$ cat config.mk
export PLATFORM = sky130hd
export DESIGN_NAME = deser_data_top
export DESIGN_NICKNAME = d
export VERILOG_FILES = /design/src/hw/deser_cfg_pkg.sv /design/src/hw/deser_word_pkg.sv /design/src/hw/deser_data_top.sv /design/src/hw/word_assembler.sv /design/src/hw/deser_lane.sv
export SDC_FILE = /design/constraint.sdc
export NUM_CORES = 1
export LEC_CHECK = 0
export BUFFER_PORTS_ARGS = -buffer_cell sky130_fd_sc_hd__buf_2
export CAP_MARGIN = 15
export CORE_ASPECT_RATIO = 0.75
export CORE_MARGIN = 2
export CORE_UTILIZATION = 36
export CTS_CLUSTER_SIZE = 25
export DETAILED_ROUTE_END_ITERATION = 7
export MAX_ROUTING_LAYER = met4
export PLACE_DENSITY = 0.58
export SETUP_SLACK_MARGIN = 0.1
export SYNTH_ARGS = -nofsm -noshare
export SYNTH_HDL_FRONTEND = slang
export SYNTH_SLANG_ARGS = --single-unit
$ cat constraint.sdc
create_clock -name clk_io -period 1.8 [get_ports clk_io]
set_input_delay 0.18 -clock clk_io [delete_from_list [all_inputs] [get_ports clk_io]]
set_output_delay 0.18 -clock clk_io [all_outputs]
set_load 0.1 [all_outputs]
$ cat src/hw/deser_cfg_pkg.sv
// Sizing and ordering choices shared by every block of the deserializer.
// DESER_WIDTH and CHANNEL_NUM size the packed word types, so change them here only.
// SLIP_BITS must hold DESER_WIDTH-1.

package deser_cfg_pkg;

	// --------------------------------------------------
	// sizes
	// --------------------------------------------------
	localparam int DESER_WIDTH = 6;	// bits per lane word
	localparam int CHANNEL_NUM = 4;	// serial channels
	localparam int SLIP_BITS   = $clog2(DESER_WIDTH);	// slip offset 0..DESER_WIDTH-1

	// --------------------------------------------------
	// ordering options
	// --------------------------------------------------

	// where the earliest bit of a frame lands in the lane word
	typedef enum logic {
		FIRST_MSB = 1'b0,	// earliest bit in top bit
		FIRST_LSB = 1'b1	// earliest bit in bit 0
	} first_bit_e;

	// where each channel lands in the packed output word
	typedef enum logic {
		ORDER_LITTLE = 1'b0,	// ch0 in lowest slot
		ORDER_BIG    = 1'b1	// ch0 in highest slot
	} chan_order_e;

endpackage
$ cat src/hw/deser_word_pkg.sv
// Data types carried between the lanes, the assembler and the outside.
// The word union is written by lane slots and read as one flat bus.

package deser_word_pkg;

	import deser_cfg_pkg::*;

	// --------------------------------------------------
	// lane and word
	// --------------------------------------------------

	// one channel's parallel word
	typedef logic [DESER_WIDTH-1:0] lane_t;

	// full output word, two views of the same bits
	// slot[0] sits in the low bits of flat
	typedef union packed {
		logic [CHANNEL_NUM*DESER_WIDTH-1:0] flat;	// as seen by the consumer
		lane_t [CHANNEL_NUM-1:0]            slot;	// as filled by the assembler
	} word_u;

	// --------------------------------------------------
	// ports
	// --------------------------------------------------

	// serial side, sampled on clk_io
	typedef struct packed {
		logic [CHANNEL_NUM-1:0] data;	// one bit per channel per clock
		logic [CHANNEL_NUM-1:0] bitslip;	// one-cycle slip request per channel
	} serial_in_t;

	// parallel side
	typedef struct packed {
		logic  word_valid;	// one-cycle pulse per frame
		word_u word;	// holds until next pulse
	} deser_out_t;

endpackage

$ cat src/hw/deser_data_top.sv
// Multi-channel deserializer, serial and parallel side both on clk_io.
// Word for a frame appears one cycle after the edge that samples its last bit.
// All lanes share one frame boundary from the assembler.
`timescale 1ns/100ps

module deser_data_top
	import deser_cfg_pkg::*, deser_word_pkg::*;
#(
	parameter first_bit_e  FIRST_BIT      = FIRST_MSB,	// bit order in each lane word
	parameter chan_order_e CHAN_ORDER     = ORDER_LITTLE,	// channel order in the word
	parameter bit          BITSLIP_ENABLE = 1'b1	// per-channel word alignment
) (
	input  logic       clk_io,	// bit clock, also the parallel clock
	input  logic       rst_n,
	input  serial_in_t serial_in,	// serial bits and slip requests
	output deser_out_t deser_out	// word and valid pulse
);

	// --------------------------------------------------
	// internal nets
	// --------------------------------------------------
	lane_t [CHANNEL_NUM-1:0] lane_words;	// per-channel words, index = channel
	logic                    frame_end;	// shared boundary

	// --------------------------------------------------
	// lanes
	// --------------------------------------------------
	for (genvar c = 0; c < CHANNEL_NUM; c++) begin : lane
		deser_lane #(
			.FIRST_BIT      (FIRST_BIT),
			.BITSLIP_ENABLE (BITSLIP_ENABLE)
		) u_lane (
			.clk_io     (clk_io),
			.rst_n      (rst_n),
			.serial_bit (serial_in.data[c]),
			.bitslip    (serial_in.bitslip[c]),
			.frame_end  (frame_end),
			.lane_word  (lane_words[c])
		);
	end

	// --------------------------------------------------
	// assembler
	// --------------------------------------------------
	// also the frame counter, so it drives frame_end back into the lanes
	word_assembler #(
		.CHAN_ORDER (CHAN_ORDER)
	) asm0 (
		.clk_io     (clk_io),
		.rst_n      (rst_n),
		.lane_words (lane_words),
		.frame_end  (frame_end),
		.deser_out  (deser_out)
	);

endmodule

$ cat src/hw/word_assembler.sv
// Owns the frame counter for all lanes and builds the output word.
// word_valid pulses one cycle per frame; no back-pressure, a missed pulse loses the word.
`timescale 1ns/100ps

module word_assembler
	import deser_cfg_pkg::*, deser_word_pkg::*;
#(
	parameter chan_order_e CHAN_ORDER = ORDER_LITTLE	// slot order of the channels
) (
	input  logic                    clk_io,
	input  logic                    rst_n,
	input  lane_t [CHANNEL_NUM-1:0] lane_words,	// from the lanes, index = channel
	output logic                    frame_end,	// to every lane
	output deser_out_t              deser_out
);

	localparam int CNT_BITS = $clog2(DESER_WIDTH);

	logic [CNT_BITS-1:0] frame_cnt;	// bit position inside the frame
	logic                frame_end_q;	// lanes hold a fresh word this cycle
	word_u               ordered;	// lanes placed into their slots

	// --------------------------------------------------
	// frame counter
	// --------------------------------------------------
	always_ff @(posedge clk_io or negedge rst_n) begin
		if (!rst_n) begin
			frame_cnt <= '0;
		end else if (frame_cnt == CNT_BITS'(DESER_WIDTH-1)) begin
			frame_cnt <= '0;	// next frame starts
		end else begin
			frame_cnt <= frame_cnt + 1'b1;
		end
	end

	// last cycle of the frame, the lanes register on the edge that closes it
	assign frame_end = (frame_cnt == CNT_BITS'(DESER_WIDTH-1));

	always_ff @(posedge clk_io or negedge rst_n) begin
		if (!rst_n)
			frame_end_q <= 1'b0;
		else
			frame_end_q <= frame_end;	// lane words settle one edge later
	end

	// --------------------------------------------------
	// channel order
	// --------------------------------------------------
	always_comb begin
		for (int c = 0; c < CHANNEL_NUM; c++) begin
			if (CHAN_ORDER == ORDER_LITTLE)
				ordered.slot[c] = lane_words[c];	// ch0 low
			else
				ordered.slot[c] = lane_words[CHANNEL_NUM-1-c];	// ch0 high
		end
	end

	// --------------------------------------------------
	// output register
	// --------------------------------------------------
	always_ff @(posedge clk_io or negedge rst_n) begin
		if (!rst_n) begin
			deser_out <= '0;	// word zero, valid low
		end else begin
			deser_out.word_valid <= frame_end_q;	// one pulse per frame
			if (frame_end_q)
				deser_out.word <= ordered;	// held until the next pulse
		end
	end

	// never a two-cycle pulse, whatever the frame length
	a_valid_single: assert property (@(posedge clk_io) disable iff (!rst_n)
		deser_out.word_valid |=> !deser_out.word_valid)
		else $error("word_valid high on two consecutive cycles");

	// pulse comes from the frame boundary the lanes saw, two edges earlier
	a_valid_after_frame: assert property (@(posedge clk_io) disable iff (!rst_n)
		$rose(deser_out.word_valid) |-> $past(frame_end, 2))
		else $error("word_valid rose without a matching frame_end");

endmodule

$ cat src/hw/deser_lane.sv
// One serial channel. Takes a bit each clk_io cycle and cuts a lane word at frame_end.
// Bits before the first one after reset read as zero.
// A bitslip pulse moves the boundary one bit earlier, wrapping at DESER_WIDTH.
`timescale 1ns/100ps

module deser_lane
	import deser_cfg_pkg::*, deser_word_pkg::*;
#(
	parameter first_bit_e FIRST_BIT      = FIRST_MSB,	// bit order inside the lane word
	parameter bit         BITSLIP_ENABLE = 1'b1	// 0 ignores bitslip
) (
	input  logic  clk_io,
	input  logic  rst_n,
	input  logic  serial_bit,	// this cycle's bit
	input  logic  bitslip,	// slip request, one cycle
	input  logic  frame_end,	// last cycle of the frame, from assembler
	output lane_t lane_word	// updated at the frame_end edge
);

	// history plus the live bit holds the current frame and the W-1 bits before it
	// which covers any offset up to DESER_WIDTH-1
	localparam int HIST_W = 2*DESER_WIDTH - 2;
	localparam int SRC_W  = HIST_W + 1;

	logic [HIST_W-1:0]    hist;	// hist[0] is the previous bit
	logic [SRC_W-1:0]     src;	// src[0] is the live bit
	logic [SLIP_BITS-1:0] slip;	// boundary offset, bits earlier
	lane_t                win;	// selected window, earliest bit on top
	lane_t                ordered;	// window in output bit order

	// --------------------------------------------------
	// bit history
	// --------------------------------------------------
	always_ff @(posedge clk_io or negedge rst_n) begin
		if (!rst_n) begin
			hist <= '0;	// pre-stream bits read as zero
		end else begin
			hist <= {hist[HIST_W-2:0], serial_bit};
		end
	end

	assign src = {hist, serial_bit};

	// --------------------------------------------------
	// slip offset
	// --------------------------------------------------
	// a frame ending on the slip edge still uses the old offset
	// the window below reads slip before this update lands
	always_ff @(posedge clk_io or negedge rst_n) begin
		if (!rst_n) begin
			slip <= '0;
		end else if (BITSLIP_ENABLE && bitslip) begin
			if (slip == SLIP_BITS'(DESER_WIDTH-1))
				slip <= '0;	// wrap
			else
				slip <= slip + 1'b1;
		end
	end

	// --------------------------------------------------
	// window select and bit order
	// --------------------------------------------------
	assign win = src[int'(slip) +: DESER_WIDTH];	// s bits further back in the stream

	always_comb begin
		if (FIRST_BIT == FIRST_MSB) begin
			ordered = win;
		end else begin
			for (int i = 0; i < DESER_WIDTH; i++)
				ordered[i] = win[DESER_WIDTH-1-i];	// earliest bit to bit 0
		end
	end

	// lane word, loaded once per frame at the boundary
	always_ff @(posedge clk_io) begin
		if (frame_end)
			lane_word <= ordered;
	end

	// offset must never leave 0..DESER_WIDTH-1 across any slip sequence
	a_slip_range: assert property (@(posedge clk_io) disable iff (!rst_n)
		slip < SLIP_BITS'(DESER_WIDTH))
		else $error("lane slip offset out of range: %0d", slip);

endmodule

# ---- Yosys cells after proc, flatten, opt, wreduce, memory -nomap -nowiden
# Cells that the tools add are included.
# W data, S select, Z words.
dict set report totals {
  in_bits 10
  out_inout_bits 25
  register_bits 105
  wordCells 35
}
dict set report op_classes {
  addsub 5
  muxes 5
  eq_ne 5
  shifts 4
}
# operator n
set op_table {}
lappend op_table {{$shiftx A11 B4 Y6} 4}
lappend op_table {{$add A3 B1 Y3 const B} 5}
lappend op_table {{$eq A3 B3 Y1 const B} 5}
lappend op_table {{$mux W3} 5}

# ---- Depth between registers and ports, before layout
# Gate-level depths: netlist of the first run.
dict set report logic_depth {
  ltp_word 2
  depth_mapped 5
  mapped_depth_nobuf 3
}

# ---- Modules after synthesis
# Synthesis of the first run repeated with hierarchy kept, for this count alone.
dict set report hier_totals {
  cells_unflattened 292
  hier_area_um2 4604.4
}
# module area_each_um2 cells_each n_inst seq_area_each_um2
set modules_own_cells {}
lappend modules_own_cells {{deser_lane at lane[0].u_lane ...} 862.1 57 3 505.5}
lappend modules_own_cells {word_assembler 1163.6 64 1 725.7}
lappend modules_own_cells {{deser_lane at lane[3].u_lane} 854.6 57 1 505.5}

# ---- Worst setup path before layout of the first run
# OpenSTA, ideal clock, no wires.
dict set report synth_timing {
  kind {reg2reg}
  start {register asm0.frame_cnt[1]}
  end {register lane[0].u_lane.lane_word[0], enable pin}
  path_stages_with_launch 3
  slack_ns -0.173
  setup_time_ns 0.405
  required_ns 1.395
  arrival_time_ns 1.568
  period_less_slack_ns 1.973
  n_path_buf 0
  cell_sequence {dfrtp_1 > nand2b_1 > nor2_1}
}
dict set report synth_via {
  elab_chain_cells 1
}
# element line_no
set synth_rtl {}
lappend synth_rtl {{start: declaration} word_assembler.sv:19} ;# logic [CNT_BITS-1:0] frame_cnt;
lappend synth_rtl {{start signal: assignment} word_assembler.sv:32} ;# frame_cnt <= frame_cnt + 1'b1;
lappend synth_rtl {{$eq A3 B3 Y1} word_assembler.sv:37} ;# assign frame_end = (frame_cnt == CNT_BITS'(DESER_WIDTH-1));
lappend synth_rtl {{end signal: assignment} deser_lane.sv:77} ;# lane_word <= ordered;
lappend synth_rtl {{end: declaration} deser_lane.sv:17} ;# output lane_t lane_word
# Every way passes these cells.
# A chain may end at the register's enable or synchronous reset.

# ---- Worst setup path in the final report of the first run
dict set report layout_timing {
  start {register lane[3].u_lane.slip[1]}
  end {register lane[3].u_lane.lane_word[2], data pin}
}
dict set report layout_via {
  elab_chain_cells 1
}
# element line_no
set layout_rtl {}
lappend layout_rtl {{start: declaration} deser_lane.sv:27} ;# logic [SLIP_BITS-1:0] slip;
lappend layout_rtl {{start signal: assignment} deser_lane.sv:56} ;# slip <= slip + 1'b1;
lappend layout_rtl {{$shiftx A11 B4 Y6} deser_lane.sv:63} ;# assign win = src[int'(slip) +: DESER_WIDTH];
lappend layout_rtl {{named net lane[3].u_lane.ordered[2]} deser_lane.sv:29} ;# lane_t ordered;
lappend layout_rtl {{end signal: assignment} deser_lane.sv:77}
lappend layout_rtl {{end: declaration} deser_lane.sv:17}
# The timed path passes the listed nets, and every way through them passes these cells.

==> results of run 1 <==
==> sequential cells by signal, indices dropped and copies added, names as in the netlist <==
register,cells
lane.u_lane.hist,40
asm0.frame_end_q,1
lane.u_lane.lane_word,24
asm0.frame_cnt,3
lane.u_lane.slip,12
asm0.deser_out,25
==> layer usage <==
metal | up-vias | routed length [um] | global-route usage | part of all wire
met5 | - | 0 | - | 0
met4 | 0 | 97 | 0.04301 | 0.013
met3 | 11 | 281 | 0.04040 | 0.038
met2 | 34 | 3283 | 0.1809 | 0.45
met1 | 1188 | 3657 | 0.1717 | 0.50
li1 | 1173 | - | - | -
==> layout by cell type, fill, tap and decap left out, types with 4 or more instances in the layout <==
master	Yosys	final
edfxtp_1	24	24
mux2_2	9	9
o22ai_1	7	7
nor2b_1	4	4
nand2_1	15	15
dlygate4sd3_1	0	5
dfrtp_1	81	78
mux2_4	9	9
buf_2	8	33
o21ai_1	9	9
clkbuf_16	0	9
inv_1	5	5
nor2_1	6	5
mux4_2	10	10
mux2i_1	27	27
buf_4	1	15
nand2b_1	8	8
xor2_1	4	4
mux2_1	35	35
==> logic make-up (layout without fill, tap and decap cells) <==
group,Yosys count,count (layout),synth area share
AOI/OAI and AO/OA,32,32,0.04837
xor gates and xnor gates,4,4,0.007873
buffers and inverters,22,75,0.02671
DFF,105,105,0.6175
muxes,90,90,0.2531
and+or+nand+nor,41,41,0.04640
==> layout make-up <==
cell class	instances	area, um2	share of cell area
clock buffers	12	236.5	0.04570
clock inverters	4	43.79	0.008462
inverters	6	22.52	0.004352
multi-input cells	167	1585	0.3063
flip-flops and latches	105	2751	0.5317
well taps	166	207.7	0.04014
repair buffers	53	327.8	0.06335
==> per-stage QoR <==
stage	cells	hold WS (ns)	utilization	setup WS (ns)	instance area, um2
after floorplan	294	-0.1156	-	0.2145	4452
after global placement	492	0.1540	0.3976	0.07321	4841
after detailed placement	492	0.1578	0.3976	0.04823	4841
after CTS	513	0.01633	0.4250	0.1497	5174
after global routing	513	0.01709	0.4251	0.1026	5175
final	513	0.03139	0.4251	0.1458	5175
==> final timing paths <==
path	start	to	slack, ns	cells past startpoint
setup / recovery	lane[3].u_lane.slip[1]$_DFFE_PN0P_	lane[3].u_lane.lane_word[2]$_DFFE_PN_	0.15	2
hold / removal	serial_in[3]	lane[3].u_lane.slip[0]$_DFFE_PN0P_	0.03	2
setup reg to reg	lane[3].u_lane.slip[1]$_DFFE_PN0P_	lane[3].u_lane.lane_word[2]$_DFFE_PN_	0.15	2
hold reg to reg	lane[0].u_lane.hist[0]$_DFF_PN0_	lane[0].u_lane.hist[1]$_DFF_PN0_	0.40	0
max in group asynchronous	rst_n	asm0.deser_out[1]$_DFFE_PN0P_	0.86	3
min in group asynchronous	rst_n	asm0.deser_out[0]$_DFFE_PN0P_	0.33	2
==> timing repair <==
action / 4_1_cts / 5_1_grt
hold buffers: 5 / 0
resized for setup: 2 / 1
endpoints found under the setup margin: 4 / 2
endpoints found under the hold margin: 34 / 0
pin swaps: 0 / 0
==> out/results.ini, run 1 <==
[sta]
finalCritPeriodShare=0.9190
fmax_ghz=0.6045
clock_skew_ns=0.004664
setup_viol=0
slew_violations=0
fin_crit_ns=1.654
tightest_slew_ns=0.5810
slew-limit-headroom=0.6127
rsz0062_at_grt=no
hold_viol=0
final.setup.tns_ns=0

[global_routing]
antenna_found_initial=0
gr-total-overflow=0
first_global_vias=2467
grt_pass1_wl_um=12770
track_usage=0.1268
grt_max_degree=34

[setup_path]
cp_top_family=multiplexers
path_class=reg2reg
cp_cell_sequence=mux2_2 -> mux4_2
cp-end-kind=flip-flop
slowest_stage=dfrtp_2
max_stage_delay_ns=0.52
crit_required_ns=1.88
cp_num_buf_inv=0
crit_fanout=12
start_kind=flip-flop
crit_arrival_ns=1.73

[synth]
synth_edf_count=24
avgSynthCellArea_um2=15.13
ys_warn_count=0
ys_seq_area_frac=0.6175
ys_types=37
synth_top_area_share=0.4556
post_synth_inst_count=294
synth_area_leader_cell=dfrtp_1
synth.most_common_cell=dfrtp_1
synthFlopType=dfrtp_1
syn_nets=304
synthTopCellsByCount=dfrtp_1, mux2_1, mux2i_1
synth_area_leaders=dfrtp_1, edfxtp_1, mux2_1, mux2i_1, mux4_2
async_flop_share=0.7714
synth_seq_cells=105
synth.cell_area_um2=4449

[die]
start_util=0.3655
die_area_um2=13270
core_region_area_um2=12170
rows=35
die_y_um=100.3
boundaryPins=35
fp.dieW_um=132.4

[cells_and_area]
nNetsFinal=352
antennaDiodeCount=0
nFillCells=1142
area_delta_synth_final_pct=16.31
drive_gt1_frac=0.2680

[clock_network]
cts_root_buffer=clkbuf_16
path_clk_slew_ns=0.06
cts-buffers-inserted=9
insertion_delay_ns=0.34
cts_max_path_buffers=2
clock-sinks=105
cts_tree=built
cts_setup_buffers=0
cts.htree.levels=3

[outcome]
run_status=finished, final reports clean

[min_path]
min_path_type=in2reg

[route]
initialDrtViolationCount=138
wl_per_cell_um=14.27
wirelength_um=7320
dr.pass1.iters=4
ant_nets=0
dr_total_vias=2406
vias_per_cell=4.690
drc=0

[place]
place_congestion=0.9272
place_hpwl_um=5147
portBuffers=34

[flow_run]
cap_viol_max_count=0

Power of run 1 is left out: the tool's default activity adds up to more than one toggle a clock period on the data nets, which glitch-free logic cannot reach.
==> inputs of run 2 (changes only) <==
--- a/config.mk
+++ b/config.mk
@@ -5,6 +5,7 @@
 export SDC_FILE = /design/constraint.sdc
 export NUM_CORES = 1
 export LEC_CHECK = 0
+export ABC_AREA = 1
 export BUFFER_PORTS_ARGS = -buffer_cell sky130_fd_sc_hd__buf_2
 export CAP_MARGIN = 15
 export CORE_ASPECT_RATIO = 0.75
==> run 2 against run 1 <==
Cell count grew 34%. Register-to-register slack gained 0.17 ns. Area after synthesis grew 2.3%. Die area grew 2.3%. Critical path depth grew 3. Routed wire length grew 10%. Clock skew grew 0.0036 ns. Hold slack gained 0.049 ns. Sequential share of layout area shrank 0.61 points. Core utilization is essentially flat. Sequential cell count is the same. Critical path type unchanged.
==> out/results.ini, run 2 <==
[outcome]
run_status=finished, final reports clean

[sta]
final.setup.tns_ns=0  ; unchanged
finalCritPeriodShare=0.8238  ; -0.09518
rsz0062_at_grt=no
slew-limit-headroom=0.6761  ; +0.06348
clock_skew_ns=0.008295  ; +0.003631 ns
fmax_ghz=0.6744  ; +12%
fin_crit_ns=1.483  ; -0.1713 ns
setup_viol=0  ; unchanged
hold_viol=0  ; unchanged
tightest_slew_ns=0.4892  ; -0.09185 ns
slew_violations=0  ; unchanged

[synth]
synth.most_common_cell=nand2_1
synth_area_leaders=dfrtp_1, edfxtp_1, nand2_1, nand3_1, mux2_2
synthTopCellsByCount=nand2_1, dfrtp_1, nand3_1
syn_nets=485  ; +60%
post_synth_inst_count=475  ; +62%
ys_types=17  ; -54%
avgSynthCellArea_um2=9.586  ; -37%
synth_top_area_share=0.4452  ; -0.01039
synth_area_leader_cell=dfrtp_1
synth.cell_area_um2=4553  ; +2.3%
synth_edf_count=24  ; unchanged
ys_warn_count=0  ; unchanged
ys_seq_area_frac=0.6035  ; -0.01409
synthFlopType=dfrtp_1
async_flop_share=0.7714  ; unchanged
synth_seq_cells=105  ; unchanged

[route]
ant_nets=0  ; unchanged
dr_total_vias=3180  ; +32%
vias_per_cell=4.629  ; -1.3%
drc=0  ; unchanged
initialDrtViolationCount=196  ; +42%
wirelength_um=8070  ; +10%
wl_per_cell_um=11.75  ; -18%
dr.pass1.iters=4  ; unchanged

[power_and_ir_drop]
worst_ir_drop_vdd_mv=1.269
power_density_nw_per_um2=1801
total_power_w=0.009414
power_leakage_nw=2.551

[clock_network]
clock-sinks=105  ; unchanged
path_clk_slew_ns=0.07  ; about the same
cts.htree.levels=3  ; unchanged
cts_tree=built
cts_max_path_buffers=2  ; unchanged
cts_root_buffer=clkbuf_16
cts-buffers-inserted=9  ; unchanged
cts_resized=0  ; -2
insertion_delay_ns=0.35  ; about the same
ctsHoldBuffers=5  ; unchanged
cts_setup_buffers=0  ; unchanged

[setup_path]
cp-end-kind=flip-flop
slowest_stage=dfrtp_1
cp_num_buf_inv=1  ; +1
cp_top_family=flip-flops
start_kind=flip-flop
crit_fanout=14  ; +2
worst_r2r_path_depth=5  ; +3
crit_cells=5  ; +3
crit_arrival_ns=1.58  ; -0.15 ns
max_stage_delay_ns=0.62  ; +0.10 ns
path_class=reg2reg
cp_cell_sequence=inv_2 -> nand2_1 -> nand3_1 -> nand3_1 -> nand2_1
crit_required_ns=1.90  ; +0.02 ns

[place]
place_hpwl_um=5718  ; +11%
place_congestion=0.9231  ; -0.44%
portBuffers=34  ; unchanged

[flow_run]
cap_viol_max_count=0  ; unchanged

[cells_and_area]
nNetsFinal=526  ; +49%
area_delta_synth_final_pct=14.81
final_cell_mix=nand2_1, dfrtp_1, nand3_1
largest_register_ff_count=40  ; unchanged
drive_gt1_frac=0.1823  ; -0.08567
fin_util=0.4248  ; about the same
reg.largest.list=lane.u_lane.hist (40), asm0.deser_out (25), lane.u_lane.lane_word (24)
largest-register=lane.u_lane.hist
final_common_cell=nand2_1
antennaDiodeCount=0  ; unchanged

[die]
die_y_um=101.4  ; +1.1%
fp.dieW_um=133.9  ; +1.1%
die_area_um2=13570  ; +2.3%
core_region_area_um2=12310  ; +1.1%
start_util=0.3700  ; +0.004537
rows=35  ; unchanged
boundaryPins=35  ; unchanged

[global_routing]
grt_max_degree=67  ; +97%
track_usage=0.1347  ; +0.007864
gr-total-overflow=0  ; unchanged
first_global_vias=2991  ; +21%
antenna_found_initial=0  ; unchanged
grt_pass1_wl_um=13920  ; +9.0%

[min_path]
min_path_type=in2reg
hold_path_depth=3  ; +1

[run 2: cell count changes in the layout (fill, tap and decap cells not counted), moves of 8 or more]
| cell | previous run | this run |
|---|---|---|
| nand2b_1 | 8 | 0 |
| nor2_1 | 5 | 19 |
| inv_1 | 5 | 32 |
| nand3_1 | 1 | 78 |
| nand2_1 | 15 | 173 |
| mux2_2 | 9 | 20 |
| mux2_1 | 35 | 0 |
| buf_4 | 15 | 6 |
| mux4_2 | 10 | 0 |
| mux2i_1 | 27 | 0 |
| o21ai_1 | 9 | 0 |
[run 2: final cells by class]
class / instances / area [um2]
well taps: 166 / 207.7
clock inverters: 4 / 51.30
flip-flops and latches: 105 / 2748
clock buffers: 12 / 256.5
inverters: 40 / 150.1
fillers: 1181 / 7078
multi-input cells: 315 / 1534
repair buffers: 45 / 280.3
[run 2: power by group]
group / internal, W / switching [W]
sequential: 0.00296 / 0.000411
combinational: 0.000905 / 0.00314
clock: 0.00115 / 0.000838
total: 0.00503 / 0.00439
[run 2: per-stage QoR]
step | cells | setup slack (ns) | area, um2 | hold slack, ns
CTS | 687 | 0.3309 | 5228 | 0.06853
global placement | 666 | 0.3107 | 4870 | 0.05798
detailed placement | 666 | 0.3440 | 4870 | 0.06012
global route | 687 | 0.1719 | 5228 | 0.08897
floorplan | 475 | 0.2936 | 4556 | -0.1156
finish | 687 | 0.3171 | 5228 | 0.08048
[run 2: worst min-delay path: cells and delay by family]
kind | cells | cell delay, ns
buffers and inverters | 1 | 0.09
AND/OR/NAND/NOR | 2 | 0.11
[run 2: layer usage]
metal / up-vias / share of wire / track usage
met2: 82 / 0.42 / 0.1921
li1: 1612 / - / -
met4: 0 / 0.015 / 0.05237
met5: - / 0 / -
met1: 1473 / 0.52 / 0.1845
met3: 13 / 0.044 / 0.03453
[run 2: final timing paths]
path | startpoint | endpoint | slack (ns)
max | lane[1].u_lane.slip[0]$_DFFE_PN0P_ | lane[1].u_lane.lane_word[1]$_DFFE_PN_ | 0.32
min | serial_in[2] | lane[2].u_lane.slip[0]$_DFFE_PN0P_ | 0.08
max reg2reg | lane[1].u_lane.slip[0]$_DFFE_PN0P_ | lane[1].u_lane.lane_word[1]$_DFFE_PN_ | 0.32
min reg2reg | lane[2].u_lane.hist[0]$_DFF_PN0_ | lane[2].u_lane.hist[1]$_DFF_PN0_ | 0.38
max in group asynchronous | rst_n | asm0.deser_out[7]$_DFFE_PN0P_ | 0.96
min in group asynchronous | rst_n | asm0.deser_out[2]$_DFFE_PN0P_ | 0.24
[run 2: cell families (layout without fill, tap and decap cells)]
family                 after synthesis  in the layout  synth area share
buffers and inverters               55            101           0.06018
AND/OR/NAND/NOR                    278            278            0.2594
multiplexers                        24             24           0.06266
flip-flops                         105            105            0.6035
AO/OA/AOI/OAI                       13             13           0.01429
Power figures use the tool's default switching activity.
==> inputs of run 3 (changes only) <==
==> constraint.sdc (replaced) <==
create_clock -name clk_io -period 1.3 [get_ports clk_io]
set_input_delay 0.13 -clock clk_io [delete_from_list [all_inputs] [get_ports clk_io]]
set_output_delay 0.13 -clock clk_io [all_outputs]
set_load 0.1 [all_outputs]
==> run 3 against run 2 <==
Hold slack lost 0.059 ns. Critical endpoint is now lane[0].u_lane.lane_word[5]$_DFFE_PN_. Non-clock buffer count rose by 16. Sequential cell count did not move. Via count rose by 5.0%. Sequential share of layout area fell by 4.6 points.
==> out/results.ini, run 3 (synthesis gave the netlist of run 2 again) <==
[setup_path]
crit_arrival_ns=1.30  ; -0.28 ns
crit_fanout=5  ; -9
crit_required_ns=1.41  ; -0.49 ns
cp-end-kind=flip-flop
path_class=reg2reg
worst_r2r_path_depth=6  ; +1
start_kind=flip-flop

[min_path]
min_path_type=in2reg
hold_path_depth=3  ; unchanged

[die]
die_y_um=101.4  ; unchanged
boundaryPins=35  ; unchanged
start_util=0.3700  ; unchanged
rows=35  ; unchanged
die_area_um2=13570  ; unchanged
core_region_area_um2=12310  ; unchanged
fp.dieW_um=133.9  ; unchanged

[cells_and_area]
fin_util=0.4723  ; +0.04748
area_delta_synth_final_pct=27.64
nNetsFinal=542  ; +3.0%
antennaDiodeCount=0  ; unchanged
drive_gt1_frac=0.3873  ; +0.2050
largest-register=lane.u_lane.hist
reg.largest.list=lane.u_lane.hist (40), asm0.deser_out (25), lane.u_lane.lane_word (24)
final_cell_mix=nand2_1, nand3_1, dfrtp_1
final_common_cell=nand2_1
largest_register_ff_count=40  ; unchanged

[power_and_ir_drop]
worst_ir_drop_vdd_mv=1.859  ; +47%
power_leakage_nw=2.737  ; +7.3%
total_power_w=0.01413  ; +50%
power_density_nw_per_um2=2432  ; +35%

[clock_network]
cts_tree=built
cts-buffers-inserted=9  ; unchanged
path_clk_slew_ns=0.07  ; about the same
insertion_delay_ns=0.35  ; about the same
cts_max_path_buffers=2  ; unchanged
clock-sinks=105  ; unchanged
cts_root_buffer=clkbuf_16
cts.htree.levels=3  ; unchanged

[place]
portBuffers=34  ; unchanged
place_hpwl_um=6014  ; +5.2%
place_congestion=0.9086  ; -1.6%

[route]
ant_nets=0  ; unchanged
initialDrtViolationCount=174  ; -11%
dr.pass1.iters=4  ; unchanged
wirelength_um=8827  ; +9.4%
dr_total_vias=3339  ; +5.0%
drc=0  ; unchanged
vias_per_cell=4.750  ; +2.6%
wl_per_cell_um=12.56  ; +6.9%

[sta]
hold_viol=0  ; unchanged
fin_crit_ns=1.190  ; -0.2930 ns
finalCritPeriodShare=0.9153  ; +0.09145
tightest_slew_ns=0.3213  ; -0.1678 ns
whs_ns=0.02137  ; -0.05911 ns
final.setup.tns_ns=0  ; unchanged
setup_viol=0  ; unchanged
fmax_ghz=0.8404  ; +25%
slew-limit-headroom=0.7858  ; +0.1096
rsz0062_at_grt=yes
slew_violations=0  ; unchanged
clock_skew_ns=0.005475  ; -0.002820 ns

[global_routing]
antenna_found_initial=0  ; unchanged
grt_pass1_wl_um=14660  ; +5.4%
track_usage=0.1407  ; +0.005958
gr-total-overflow=0  ; unchanged
grt_max_degree=32  ; -52%
first_global_vias=3176  ; +6.2%

[flow_run]
cap_viol_max_count=0  ; unchanged

[outcome]
run_status=finished, final reports clean

[run 3: cell count changes in the layout (fill, tap and decap cells not counted), sizes merged]
cell	previous run	this run
buf	40	56
bufinv	1	2
inv	40	43
clkbuf	12	9
clkinvlp	1	0
[run 3: power breakdown]
part           internal, W  leakage (nW)  switching (W)
Clock              0.00171         0.161        0.00121
Combinational      0.00179          1.44        0.00470
Sequential         0.00418          1.14       0.000544
Total              0.00768          2.74        0.00646
[run 3: stage by stage]
stage	area [um2]	worst slack (ns)	instances
after floorplan	4593	0.04232	475
after global placement	5040	0.06654	677
after detailed placement	5040	0.05132	677
after CTS	5500	0.1041	700
after global routing	5812	0.05769	703
final	5812	0.1101	703
[run 3: worst max-delay path: stages, from the launching register on]
cell     delay (ns)
dfrtp_2        0.45
buf_6          0.16
nand2_2        0.06
nand2_2        0.05
buf_4          0.12
nand2_1        0.04
nand2_1        0.05
[run 3: worst paths after layout]
kind | slack, ns | end | start
worst max-delay path | 0.11 | lane[0].u_lane.lane_word[5]$_DFFE_PN_ | lane[0].u_lane.slip[0]$_DFFE_PN0P_
worst min-delay path | 0.02 | lane[0].u_lane.slip[0]$_DFFE_PN0P_ | serial_in[0]
worst max register to register | 0.11 | lane[0].u_lane.lane_word[5]$_DFFE_PN_ | lane[0].u_lane.slip[0]$_DFFE_PN0P_
worst min register to register | 0.38 | lane[2].u_lane.hist[1]$_DFF_PN0_ | lane[2].u_lane.hist[0]$_DFF_PN0_
max in group asynchronous | 0.60 | asm0.deser_out[16]$_DFFE_PN0P_ | rst_n
min in group asynchronous | 0.22 | lane[1].u_lane.hist[9]$_DFF_PN0_ | rst_n
[run 3: cell type report]
cell class              instances  area [um2]
clock buffers                   9       225.2
clock inverters                 7       100.1
fillers                      1126        6494
inverters                      40       165.2
multi-input cells             315        1792
flip-flops and latches        105        2786
well taps                     166       207.7
repair buffers                 61       535.5
[run 3: routing by layer]
layer  vias up  wire [um]  GRT usage
met1      1582       4297     0.1841
met2        79       3973     0.2047
met4         0        136    0.05074
met5         -          0          -
li1       1658          -          -
met3        20        420    0.04655
[run 3: timing repair]
item                                    CTS  global route
buffers inserted                          2             2
cloned                                    0             1
gates resized for setup                  31            85
hold endpoints to repair                 85             0
pin swaps                                 0            31
endpoints found under the setup margin   41            31
hold buffers                              5             0
